[src/ru_block_pkg.sv]
`default_nettype none

package ru_block_pkg;

    // width of every word moved to or from the remote-update block
    localparam int RU_DATA_W = 22;

    typedef logic [RU_DATA_W-1:0] ru_data_t;

    // parameter selector, as the block decodes it
    typedef logic [2:0] ru_param_t;

    localparam ru_param_t RU_PARAM_WATCHDOG_EN  = 3'b001;
    localparam ru_param_t RU_PARAM_BOOT_ADDR    = 3'b011;
    localparam ru_param_t RU_PARAM_WATCHDOG_VAL = 3'b100;
    // upper vector bit of the boot image select
    localparam ru_param_t RU_PARAM_VECTOR1      = 3'b110;

    // read source, current state or the written input registers
    typedef logic [1:0] ru_source_t;

    localparam ru_source_t RU_SRC_CURRENT = 2'b00;
    localparam ru_source_t RU_SRC_INPUT   = 2'b11;

    // everything the controller drives into the block
    typedef struct packed {
        ru_param_t  param;
        ru_data_t   data_in;
        logic       write_param;
        logic       read_param;
        ru_source_t read_source;
    } ru_cmd_t;

    // what comes back from the block
    typedef struct packed {
        logic     busy;
        ru_data_t data_out;
    } ru_status_t;

endpackage

`default_nettype wire

[src/ru_ctrl_pkg.sv]
`default_nettype none

package ru_ctrl_pkg;

    // number of parameter writes sent before any read-back
    localparam int SEQ_WRITES = 4;

    // number of read-back commands after the writes
    localparam int SEQ_READS = 2;

    // press counter width, enough for thresholds up to 15
    localparam int PRESS_CNT_W = 4;

    // sequencer steps, writes first, then reads, then done
    // encoding order matters, the sequencer advances by +1
    // and splits write/read steps on the SEQ_WRITES boundary
    typedef enum logic [2:0] {
        // watchdog enable cleared
        SEQ_WR_WD_EN     = 3'd0,
        // watchdog timeout value cleared
        SEQ_WR_WD_VAL    = 3'd1,
        // vector bit 1 cleared
        SEQ_WR_VECTOR1   = 3'd2,
        // boot address of the next image
        SEQ_WR_BOOT_ADDR = 3'd3,
        // read back watchdog enable from the input regs
        SEQ_RD_WD_EN     = 3'd4,
        // read back watchdog value from the input regs
        SEQ_RD_WD_VAL    = 3'd5,
        // nothing left to send
        SEQ_DONE         = 3'd6
    } seq_step_t;

endpackage

`default_nettype wire

[src/switch_trigger.sv]
`timescale 1ns/1ps
`default_nettype none

module switch_trigger
    import ru_ctrl_pkg::*;
#(
    parameter int unsigned PRESS_COUNT = 8
)
(
    input  wire logic spi_clk,
    input  wire logic reset_n,
    input  wire logic switch_i,
    output logic      armed_o
);

    // two-stage sync of the board switch
    logic [1:0]             sync_q;
    // one-cycle pulse per rising edge
    logic                   rise_q;
    logic [PRESS_CNT_W-1:0] press_cnt_q;
    logic                   armed_q;
    logic                   cnt_full;

    // threshold reached, counter stops here
    assign cnt_full = (press_cnt_q == PRESS_CNT_W'(PRESS_COUNT));

    always_ff @(posedge spi_clk or negedge reset_n)
    begin
        if (!reset_n)
        begin
            sync_q      <= '0;
            rise_q      <= 1'b0;
            press_cnt_q <= '0;
            armed_q     <= 1'b0;
        end
        else
        begin
            sync_q <= {sync_q[0], switch_i};
            // edge pulse from new vs old synced level
            rise_q <= sync_q[0] & ~sync_q[1];
            // saturating press count, extra presses ignored
            if (rise_q && !cnt_full)
            begin
                press_cnt_q <= press_cnt_q + 1'b1;
            end
            // sticky, one cycle after the count hits the threshold
            armed_q <= armed_q | cnt_full;
        end
    end

    assign armed_o = armed_q;

endmodule

`default_nettype wire

[src/param_sequencer.sv]
`timescale 1ns/1ps
`default_nettype none

module param_sequencer
    import ru_block_pkg::*;
    import ru_ctrl_pkg::*;
#(
    parameter ru_data_t BOOT_ADDR = 22'h10000
)
(
    input  wire logic     spi_clk,
    input  wire logic     reset_n,
    input  wire logic     busy_i,
    input  wire ru_data_t data_out_i,
    output ru_cmd_t       cmd_o,
    output ru_data_t      rdata_o,
    output logic          rdata_valid_o,
    output logic          seq_done_o
);

    // step of the command in flight, or the next one to send
    seq_step_t step_q;
    seq_step_t step_nxt;
    // command sent, waiting for busy high then low
    logic      wait_q;
    logic      seen_busy_q;
    logic      busy_done;
    logic      issue;
    logic      nxt_is_write;
    logic      nxt_is_read;
    logic      cur_is_read;
    ru_param_t nxt_param;
    ru_data_t  nxt_data;
    ru_cmd_t   cmd_q;
    ru_data_t  rdata_q;
    logic      rdata_valid_q;
    logic      seq_done_q;

    // busy has been seen and has now dropped
    assign busy_done = wait_q & seen_busy_q & ~busy_i;
    assign step_nxt  = busy_done ? seq_step_t'(step_q + 3'd1) : step_q;

    // write steps sit below SEQ_WRITES, reads right after them
    assign nxt_is_write = int'(step_nxt) < SEQ_WRITES;
    assign nxt_is_read  = (int'(step_nxt) >= SEQ_WRITES) &&
                          (int'(step_nxt) < SEQ_WRITES + SEQ_READS);
    assign cur_is_read  = (int'(step_q) >= SEQ_WRITES) &&
                          (int'(step_q) < SEQ_WRITES + SEQ_READS);

    // new pulse right after the previous one completes, never while busy
    assign issue = (!wait_q || busy_done) && (step_nxt != SEQ_DONE) && !busy_i;

    // parameter and data per step
    always_comb
    begin
        nxt_param = RU_PARAM_WATCHDOG_EN;
        nxt_data  = '0;
        case (step_nxt)
            SEQ_WR_WD_VAL:    nxt_param = RU_PARAM_WATCHDOG_VAL;
            SEQ_WR_VECTOR1:   nxt_param = RU_PARAM_VECTOR1;
            SEQ_WR_BOOT_ADDR:
            begin
                nxt_param = RU_PARAM_BOOT_ADDR;
                nxt_data  = BOOT_ADDR;
            end
            SEQ_RD_WD_VAL:    nxt_param = RU_PARAM_WATCHDOG_VAL;
            default:          nxt_param = RU_PARAM_WATCHDOG_EN;
        endcase
    end

    always_ff @(posedge spi_clk or negedge reset_n)
    begin
        if (!reset_n)
        begin
            step_q        <= SEQ_WR_WD_EN;
            wait_q        <= 1'b0;
            seen_busy_q   <= 1'b0;
            cmd_q         <= '{param: RU_PARAM_WATCHDOG_EN, data_in: '0, write_param: 1'b0,
                               read_param: 1'b0, read_source: RU_SRC_CURRENT};
            rdata_valid_q <= 1'b0;
            seq_done_q    <= 1'b0;
        end
        else
        begin
            step_q <= step_nxt;
            // wait tracking, cleared on every new pulse
            if (issue)
            begin
                wait_q      <= 1'b1;
                seen_busy_q <= 1'b0;
                cmd_q.param   <= nxt_param;
                cmd_q.data_in <= nxt_data;
            end
            else
            begin
                if (busy_done)
                begin
                    wait_q <= 1'b0;
                end
                if (wait_q && busy_i)
                begin
                    seen_busy_q <= 1'b1;
                end
            end
            // single-cycle command strobes
            cmd_q.write_param <= issue & nxt_is_write;
            cmd_q.read_param  <= issue & nxt_is_read;
            // input regs as source only across the read steps
            cmd_q.read_source <= nxt_is_read ? RU_SRC_INPUT : RU_SRC_CURRENT;
            rdata_valid_q     <= busy_done & cur_is_read;
            seq_done_q        <= seq_done_q | (step_nxt == SEQ_DONE);
        end
    end

    // read word, valid in the cycle busy falls
    always_ff @(posedge spi_clk)
    begin
        if (busy_done && cur_is_read)
        begin
            rdata_q <= data_out_i;
        end
    end

    assign cmd_o         = cmd_q;
    assign rdata_o       = rdata_q;
    assign rdata_valid_o = rdata_valid_q;
    assign seq_done_o    = seq_done_q;

endmodule

`default_nettype wire

[src/reconfig_launcher.sv]
`timescale 1ns/1ps
`default_nettype none

module reconfig_launcher
(
    input  wire logic spi_clk,
    input  wire logic reset_n,
    input  wire logic armed_i,
    input  wire logic seq_done_i,
    input  wire logic busy_i,
    output logic      reconfig_o
);

    // launch request, sticky until the next reset
    logic launch_q;
    logic launch_ok;

    // switch armed, parameters written and read back, block idle
    assign launch_ok = armed_i & seq_done_i & ~busy_i;

    always_ff @(posedge spi_clk or negedge reset_n)
    begin
        if (!reset_n)
        begin
            launch_q <= 1'b0;
        end
        else if (launch_ok)
        begin
            launch_q <= 1'b1;
        end
    end

    // held high so the block sees a stable request
    assign reconfig_o = launch_q;

endmodule

`default_nettype wire

[src/remote_update_ctrl.sv]
`timescale 1ns/1ps
`default_nettype none

module remote_update_ctrl
    import ru_block_pkg::*;
#(
    parameter ru_data_t    BOOT_ADDR   = 22'h10000,
    parameter int unsigned PRESS_COUNT = 8
)
(
    input  wire logic       spi_clk,
    input  wire logic       reset_n,
    input  wire logic       switch_i,
    input  wire ru_status_t status_i,
    output ru_cmd_t         cmd_o,
    output logic            reconfig_o,
    output ru_data_t        rdata_o,
    output logic            rdata_valid_o
);

    // sticky flags into the launcher
    logic armed;
    logic seq_done;

    // switch presses, counted to the arm threshold
    switch_trigger #(
        .PRESS_COUNT (PRESS_COUNT)
    ) u_switch_trigger (
        .spi_clk  (spi_clk),
        .reset_n  (reset_n),
        .switch_i (switch_i),
        .armed_o  (armed)
    );

    // fixed write / read-back sequence towards the block
    param_sequencer #(
        .BOOT_ADDR (BOOT_ADDR)
    ) u_param_sequencer (
        .spi_clk       (spi_clk),
        .reset_n       (reset_n),
        .busy_i        (status_i.busy),
        .data_out_i    (status_i.data_out),
        .cmd_o         (cmd_o),
        .rdata_o       (rdata_o),
        .rdata_valid_o (rdata_valid_o),
        .seq_done_o    (seq_done)
    );

    // launch once both are ready and the block is idle
    reconfig_launcher u_reconfig_launcher (
        .spi_clk    (spi_clk),
        .reset_n    (reset_n),
        .armed_i    (armed),
        .seq_done_i (seq_done),
        .busy_i     (status_i.busy),
        .reconfig_o (reconfig_o)
    );

endmodule

`default_nettype wire

[config.mk]
export PLATFORM = sky130hd
export DESIGN_NAME = remote_update_ctrl
export DESIGN_NICKNAME = d
export VERILOG_FILES = /design/src/ru_block_pkg.sv /design/src/ru_ctrl_pkg.sv /design/src/switch_trigger.sv /design/src/param_sequencer.sv /design/src/reconfig_launcher.sv /design/src/remote_update_ctrl.sv
export SDC_FILE = /design/constraint.sdc
export NUM_CORES = 1
export LEC_CHECK = 0
export CORE_ASPECT_RATIO = 1.1
export CORE_MARGIN = 5
export CORE_UTILIZATION = 58
export CTS_BUF_LIST = sky130_fd_sc_hd__clkbuf_4 sky130_fd_sc_hd__clkbuf_8
export CTS_CLUSTER_SIZE = 10
export DETAILED_ROUTE_END_ITERATION = 7
export DONT_BUFFER_PORTS = 1
export HOLD_SLACK_MARGIN = 0.05
export PLACE_DENSITY_LB_ADDON = 0.3
export REMOVE_ABC_BUFFERS = 1
export SYNTH_ARGS = -nofsm -noshare
export SYNTH_HDL_FRONTEND = slang
export SYNTH_HIERARCHICAL = 1
export SYNTH_SLANG_ARGS = --single-unit
[constraint.sdc]
create_clock -name spi_clk -period 3 [get_ports spi_clk]
set_input_delay 0.15 -clock spi_clk [delete_from_list [all_inputs] [get_ports spi_clk]]
set_output_delay 0.15 -clock spi_clk [all_outputs]
set_load 0.01 [all_outputs]
-- Yosys cells after proc, flatten, opt, wreduce, memory -nomap -nowiden
Cells that the tools add are included.
- input bits: 26
- register bits: 67
- output and inout port bits: 53
- logic and storage cells: 64
- $lt $le $gt $ge: 5
- add/subtract/negate cells: 2
- muxes and demuxes: 8
- bitwise operators: 12
- eq/ne operators: 7
- reductions and logical operators: 14
- operators by type and width (cell ; count):
    17-bit two-way mux ; 1
    3-bit less-than comparator (second input constant) ; 3
    3-bit case mux with 3 select lines ; 1
    1-bit AND ; 8
    1-bit logical AND ; 7
    3-bit by 2-bit equality test with 1-bit output (second input constant) ; 2
    3-bit equality test (second input constant) ; 2
    3-bit >= comparator (second input constant) ; 2
    4-bit by 1-bit adder with 4-bit output (second input constant) ; 1
    4-bit equality test (second input constant) ; 1
    1-bit two-way mux ; 4
    2-bit nonzero test ; 2
    3-bit by 1-bit adder with 3-bit output (second input constant) ; 1
    3-bit by 1-bit equality test with 1-bit output (second input constant) ; 1
    1-bit logical NOT ; 3
    3-bit two-way mux ; 1
    3-bit != test (second input constant) ; 1
    2-bit two-way mux ; 1
    1-bit inverter ; 2
    1-bit OR ; 2
    2-bit OR reduction ; 1
    1-bit logical OR ; 1

-- Depth between registers and ports, before layout
- word-level depth: 7
- gate-level depth with buffers: 5
- depth with buffers taken out: 5

-- Modules after synthesis
Netlist, hierarchy kept.
- modules (own cells, without submodules) (module ; sequential area each (µm²) ; area each (µm²) ; times used ; cells an instance):
    param_sequencer ; 1012.2 ; 1515.2 ; 1 ; 112
    switch_trigger ; 200.2 ; 317.8 ; 1 ; 24
    reconfig_launcher ; 25.0 ; 36.3 ; 1 ; 3

-- Worst setup path before layout
OpenSTA, ideal clock, no wires.
- path kind: reg-to-reg
- start point: register u_param_sequencer.wait_q
- end point: register u_param_sequencer.rdata_q[0], in the netlist u_param_sequencer/rdata_o[0], enable pin
- required time: 2.565 ns
- slack: 0.218 ns
- cell stages (with the launch flop): 4
- path buffers: 1
- data arrival time: 2.347 ns
- clock period less this slack: 2.782 ns
- library setup time: 0.435 ns
- cell sequence: dfrtp_1 buf_4 nand3b_1 nor3b_1
- cells in the longest elaborated chain, start to end: 3
- RTL lines (element ; line ; source):
    from (decl) ; param_sequencer.sv:25 ; logic wait_q;
    from (signal assigned) ; param_sequencer.sv:76 ; wait_q <= 1'b0;
    from (signal assigned) ; param_sequencer.sv:89 ; wait_q <= 1'b1;
    from (signal assigned) ; param_sequencer.sv:98 ; wait_q <= 1'b0;
    1-bit AND (2 in series) ; param_sequencer.sv:40 ; assign busy_done = wait_q & seen_busy_q & ~busy_i;
    1-bit logical AND ; param_sequencer.sv:118 ; if (busy_done && cur_is_read)
    to (signal assigned) ; param_sequencer.sv:120 ; rdata_q <= data_out_i;
    to (decl) ; param_sequencer.sv:35 ; ru_data_t rdata_q;
No other way between the ends.
A chain may end at the register's enable or synchronous reset.

-- Final worst setup path
- start point: register u_param_sequencer.step_q[1]
- end point: register u_param_sequencer.cmd_q, in the netlist u_param_sequencer/cmd_o[20]
- cells in the longest elaborated chain, start to end: 5
- elaborated cells between the ends (all ways): 7
- classes of those cells: 1 x add/sub; 2 x eq/ne; 2 x mux; 2 x reduce/logical
- RTL lines (element ; line ; source):
    from (decl) ; param_sequencer.sv:22 ; seq_step_t step_q;
    from (signal assigned) ; param_sequencer.sv:85 ; step_q <= step_nxt;
    3-bit by 1-bit adder with 3-bit output ; param_sequencer.sv:41 ; assign step_nxt = busy_done ? seq_step_t'(step_q + 3'd1) : step_q;
    3-bit two-way mux * ; param_sequencer.sv:41 ;
    3-bit != test ; param_sequencer.sv:51 ; assign issue = (!wait_q || busy_done) && (step_nxt != SEQ_DONE) && !busy_i;
    1-bit logical AND (2 in series) ; param_sequencer.sv:51 ;
    to (signal assigned) ; param_sequencer.sv:78 ; cmd_q <= '{param: RU_PARAM_WATCHDOG_EN, data_in: '0, write_param: 1'b0,
    to (decl) ; param_sequencer.sv:34 ; ru_cmd_t cmd_q;
Every way passes the cells marked *; elsewhere a longest branch is shown, timed or not.

==> impl_metrics.yaml <==
critical_path:
  critical_path.slowest_cell: "dfrtp_1"
  cp-startpoint: "u_param_sequencer/step_q[1]"
  end_kind: "flop"
  crit_family: "flip-flops"
  r2r_slack_ns: 1.24
  start_kind: "flop"
  cp_data_required_time_ns: 3.26
  rr_startpoint: "u_param_sequencer/step_q[1]"
  crit_fanout: 8
  slowest_delay_ns: 0.53
  crit_chain: "ha_1, xor2_1, nand4_2, a31o_1, o31ai_1"
  critPathBufInv: 0
  worstSetupPathType: "reg -> reg"
  arrival_ns: 2.03
sta:
  clock_skew_ns: 0.00874
  fin_ws_ns: 1.24
  rsz0062_at_grt: "no"
  period_needed_ns: 1.76
  slew_violations: 0
  slew_headroom_pct: 32.6
  final.period_utilization_pct: 58.8
  max_freq_mhz: 567
  report.final.hold_viol_count: 0
  worst_pin_slew_ns: 1.01
  finalSetupTns_ns: 0
  finalSetupViolCount: 0
  whs_ns: 0.127
power:
  clockPowerShare_pct: 17.8
  seqPwrFrac_pct: 58.2
  leakagePower_nw: 0.893
  combPwrFrac_pct: 24.0
  peakVddDrop_mv: 0.664
  power_density_nw_per_um2: 777
  switchingPower_uw: 577
  total_power_mw: 1.65
  swShare_pct: 35.0
  p_int_mw: 1.07
clocking:
  post_cts_buffers: 0
  worstSkewPairLatency_ns: 0.35
  htreeDepth: 2
  clk_path_buf_depth: 2
  cts.sinks: 45
  path_clk_slew_ns: 0.13
  tritoncts: "done"
  numCtsBuffers: 5
  cts_root_buf: "clkbuf_4"
floorplan:
  die_y_microns: 69.5
  die_w_microns: 64.1
  dieArea_sq_um: 4460
  num_io_pins: 79
  start_util_pct: 60.8
  coreArea_sq_um: 3070
  rows: 21
placement:
  place_inst: 169
  post_dp_cell_area_sq_um: 1810
  dp_hpwl_mm: 2.20
  gp_congestion: 0.989
  pre_cts_ws_ns: 1.34
  portBuffers: 0
worst_hold_path:
  hold_start: "status_i[22]"
  hp-class: "in -> reg"
global_routing:
  grt_pass1_vias: 1001
  antenna_found_initial: 0
  grt_pass1_wl_mm: 5.13
  grt_max_degree: 24
  grt_usage_pct: 15.1
  grt-ovfl-total: 0
finish:
  final_cell_area_sq_um: 2120
  fin_nets: 196
  diodes: 0
  syn_to_final_growth_pct: 13.5
  utilization_pct: 69.0
  drive_above_1_share_pct: 10.1
  fin_cells: 202
yosys:
  synthSimpleGateAreaFrac_pct: 8.90
  synth_compound_area_share_pct: 7.90
  synth_top_family_by_area: "buffers and inverters"
  synth-edff-count: 22
  seq_area_frac_synth_pct: 66.2
  synth_seq_cells: 45
  synthAdderAreaFrac_pct: 2.01
  netlist_area_sq_um: 1870
  async_reset_ff_share_pct: 51.1
  yosys_warnings: 6
  yosysTopAreaCell: "edfxtp_1"
  synth_cell_type_count: 39
  avgSynthCellArea_sq_um: 13.4
  synth_mux_area_share_pct: 0.803
  yosys.area.top_type_share_pct: 35.3
  synth_ff_type: "edfxtp_1"
  netlist_instances: 139
  synth_xor_area_share_pct: 2.34
  ys_top_cells_by_area: "edfxtp_1 35%, dfrtp_1 29%, buf_4 9.6%"
run:
  drv_cap: 0
drt:
  dr.first_iter.drc_count: 36
  routedWlPerCell_microns: 16.5
  vias: 1058
  drc_errors: 0
  viasPerCell: 5.24
  first_pass_iters: 4
  ant_nets: 0
  wl_mm: 3.33
outcome:
  status: "complete, no violations"
placed cells by master (no fill, tap or decap), types with 2 or more instances in the layout:
cell type	n
o21ai_0	6
dlygate4sd3_1	25
conb_1	21
ha_1	3
nor2_1	2
nand2_1	12
inv_6	2
o21bai_1	2
inv_1	7
nand3_1	4
dfrtp_1	22
xnor2_1	4
a21oi_1	3
edfxtp_1	22
or2_1	2
clkbuf_4	5
path summary, 6_finish.rpt:
| check | cells after the start | end |
|---|---|---|
| worst max register to register | 5 | u_param_sequencer/cmd_o[20] |
| worst max-delay path | 5 | u_param_sequencer/cmd_o[20] |
| worst min register to register | 0 | u_switch_trigger/sync_q[1] |
| min in group asynchronous | 1 | u_param_sequencer/cmd_o[3] |
| worst min-delay path | 3 | u_param_sequencer/step_q[1] |
| max in group asynchronous | 1 | u_switch_trigger/press_cnt_q[1] |
cell families after synthesis:
logic type | Yosys count
adders and majority gates | 3
AOI/OAI and AO/OA | 21
buffers and inverters | 32
and+or+nand+nor | 31
other | 1
xor gates and xnor gates | 5
muxes | 1
DFF | 45
power groups by stage:
stage / logic, mW / registers, mW / clock network, mW
floorplan: 0.294 / 0.936 / 0
global placement: 0.334 / 0.967 / 0
detailed placement: 0.353 / 0.975 / 0
CTS: 0.388 / 0.961 / 0.307
global route: 0.441 / 0.979 / 0.343
finish: 0.395 / 0.960 / 0.293
synth_stat cells (2+ instances only):
library cell,n
nand3_1,4
nand2_1,12
edfxtp_1,22
o21ai_0,6
a21oi_1,3
nor2_1,2
inv_1,7
dfrtp_1,22
buf_4,24
ha_1,3
or2_1,2
xnor2_1,4
o21bai_1,2
what timing repair did:
item | in CTS | in global routing
hold endpoints to repair | 55 | 0
hold buffers | 25 | 0
gates resized for setup | 0 | 0
worst register-to-register path, cell delays in order, from the launching register on:
cell     delay, ns
dfrtp_1       0.53
ha_1          0.32
xor2_1        0.32
nand4_2       0.20
a31o_1        0.25
o31ai_1       0.06
final cells by class:
cell class,instances,area (sq um)
clock buffer,5,37.5
clock inverter,3,25.0
fill,213,953
inverter,7,26.3
multi-input combinational,82,494
sequential,45,1240
tap,34,42.5
timing repair buffer,26,258
flip-flops by register name, indices dropped and copies added (netlist names):
name	flops
u_switch_trigger/press_cnt_q	4
u_switch_trigger/rise_q	1
u_param_sequencer/cmd_o	7
u_param_sequencer/seen_busy_q	1
u_param_sequencer/wait_q	1
u_param_sequencer/rdata_valid_o	1
u_param_sequencer/seq_done_o	1
u_param_sequencer/rdata_o	22
u_switch_trigger/armed_o	1
u_switch_trigger/sync_q	2
u_reconfig_launcher/reconfig_o	1
u_param_sequencer/step_q	3
layer usage:
| metal | wire (microns) | GRT usage (%) |
|---|---|---|
| met5 | 0 | 0 |
| met4 | 8 | 4.75 |
| met3 | 243 | 5.83 |
| met2 | 1840 | 27.0 |
| met1 | 1240 | 16.1 |
No activity file was read; power rests on OpenSTA's default activity.
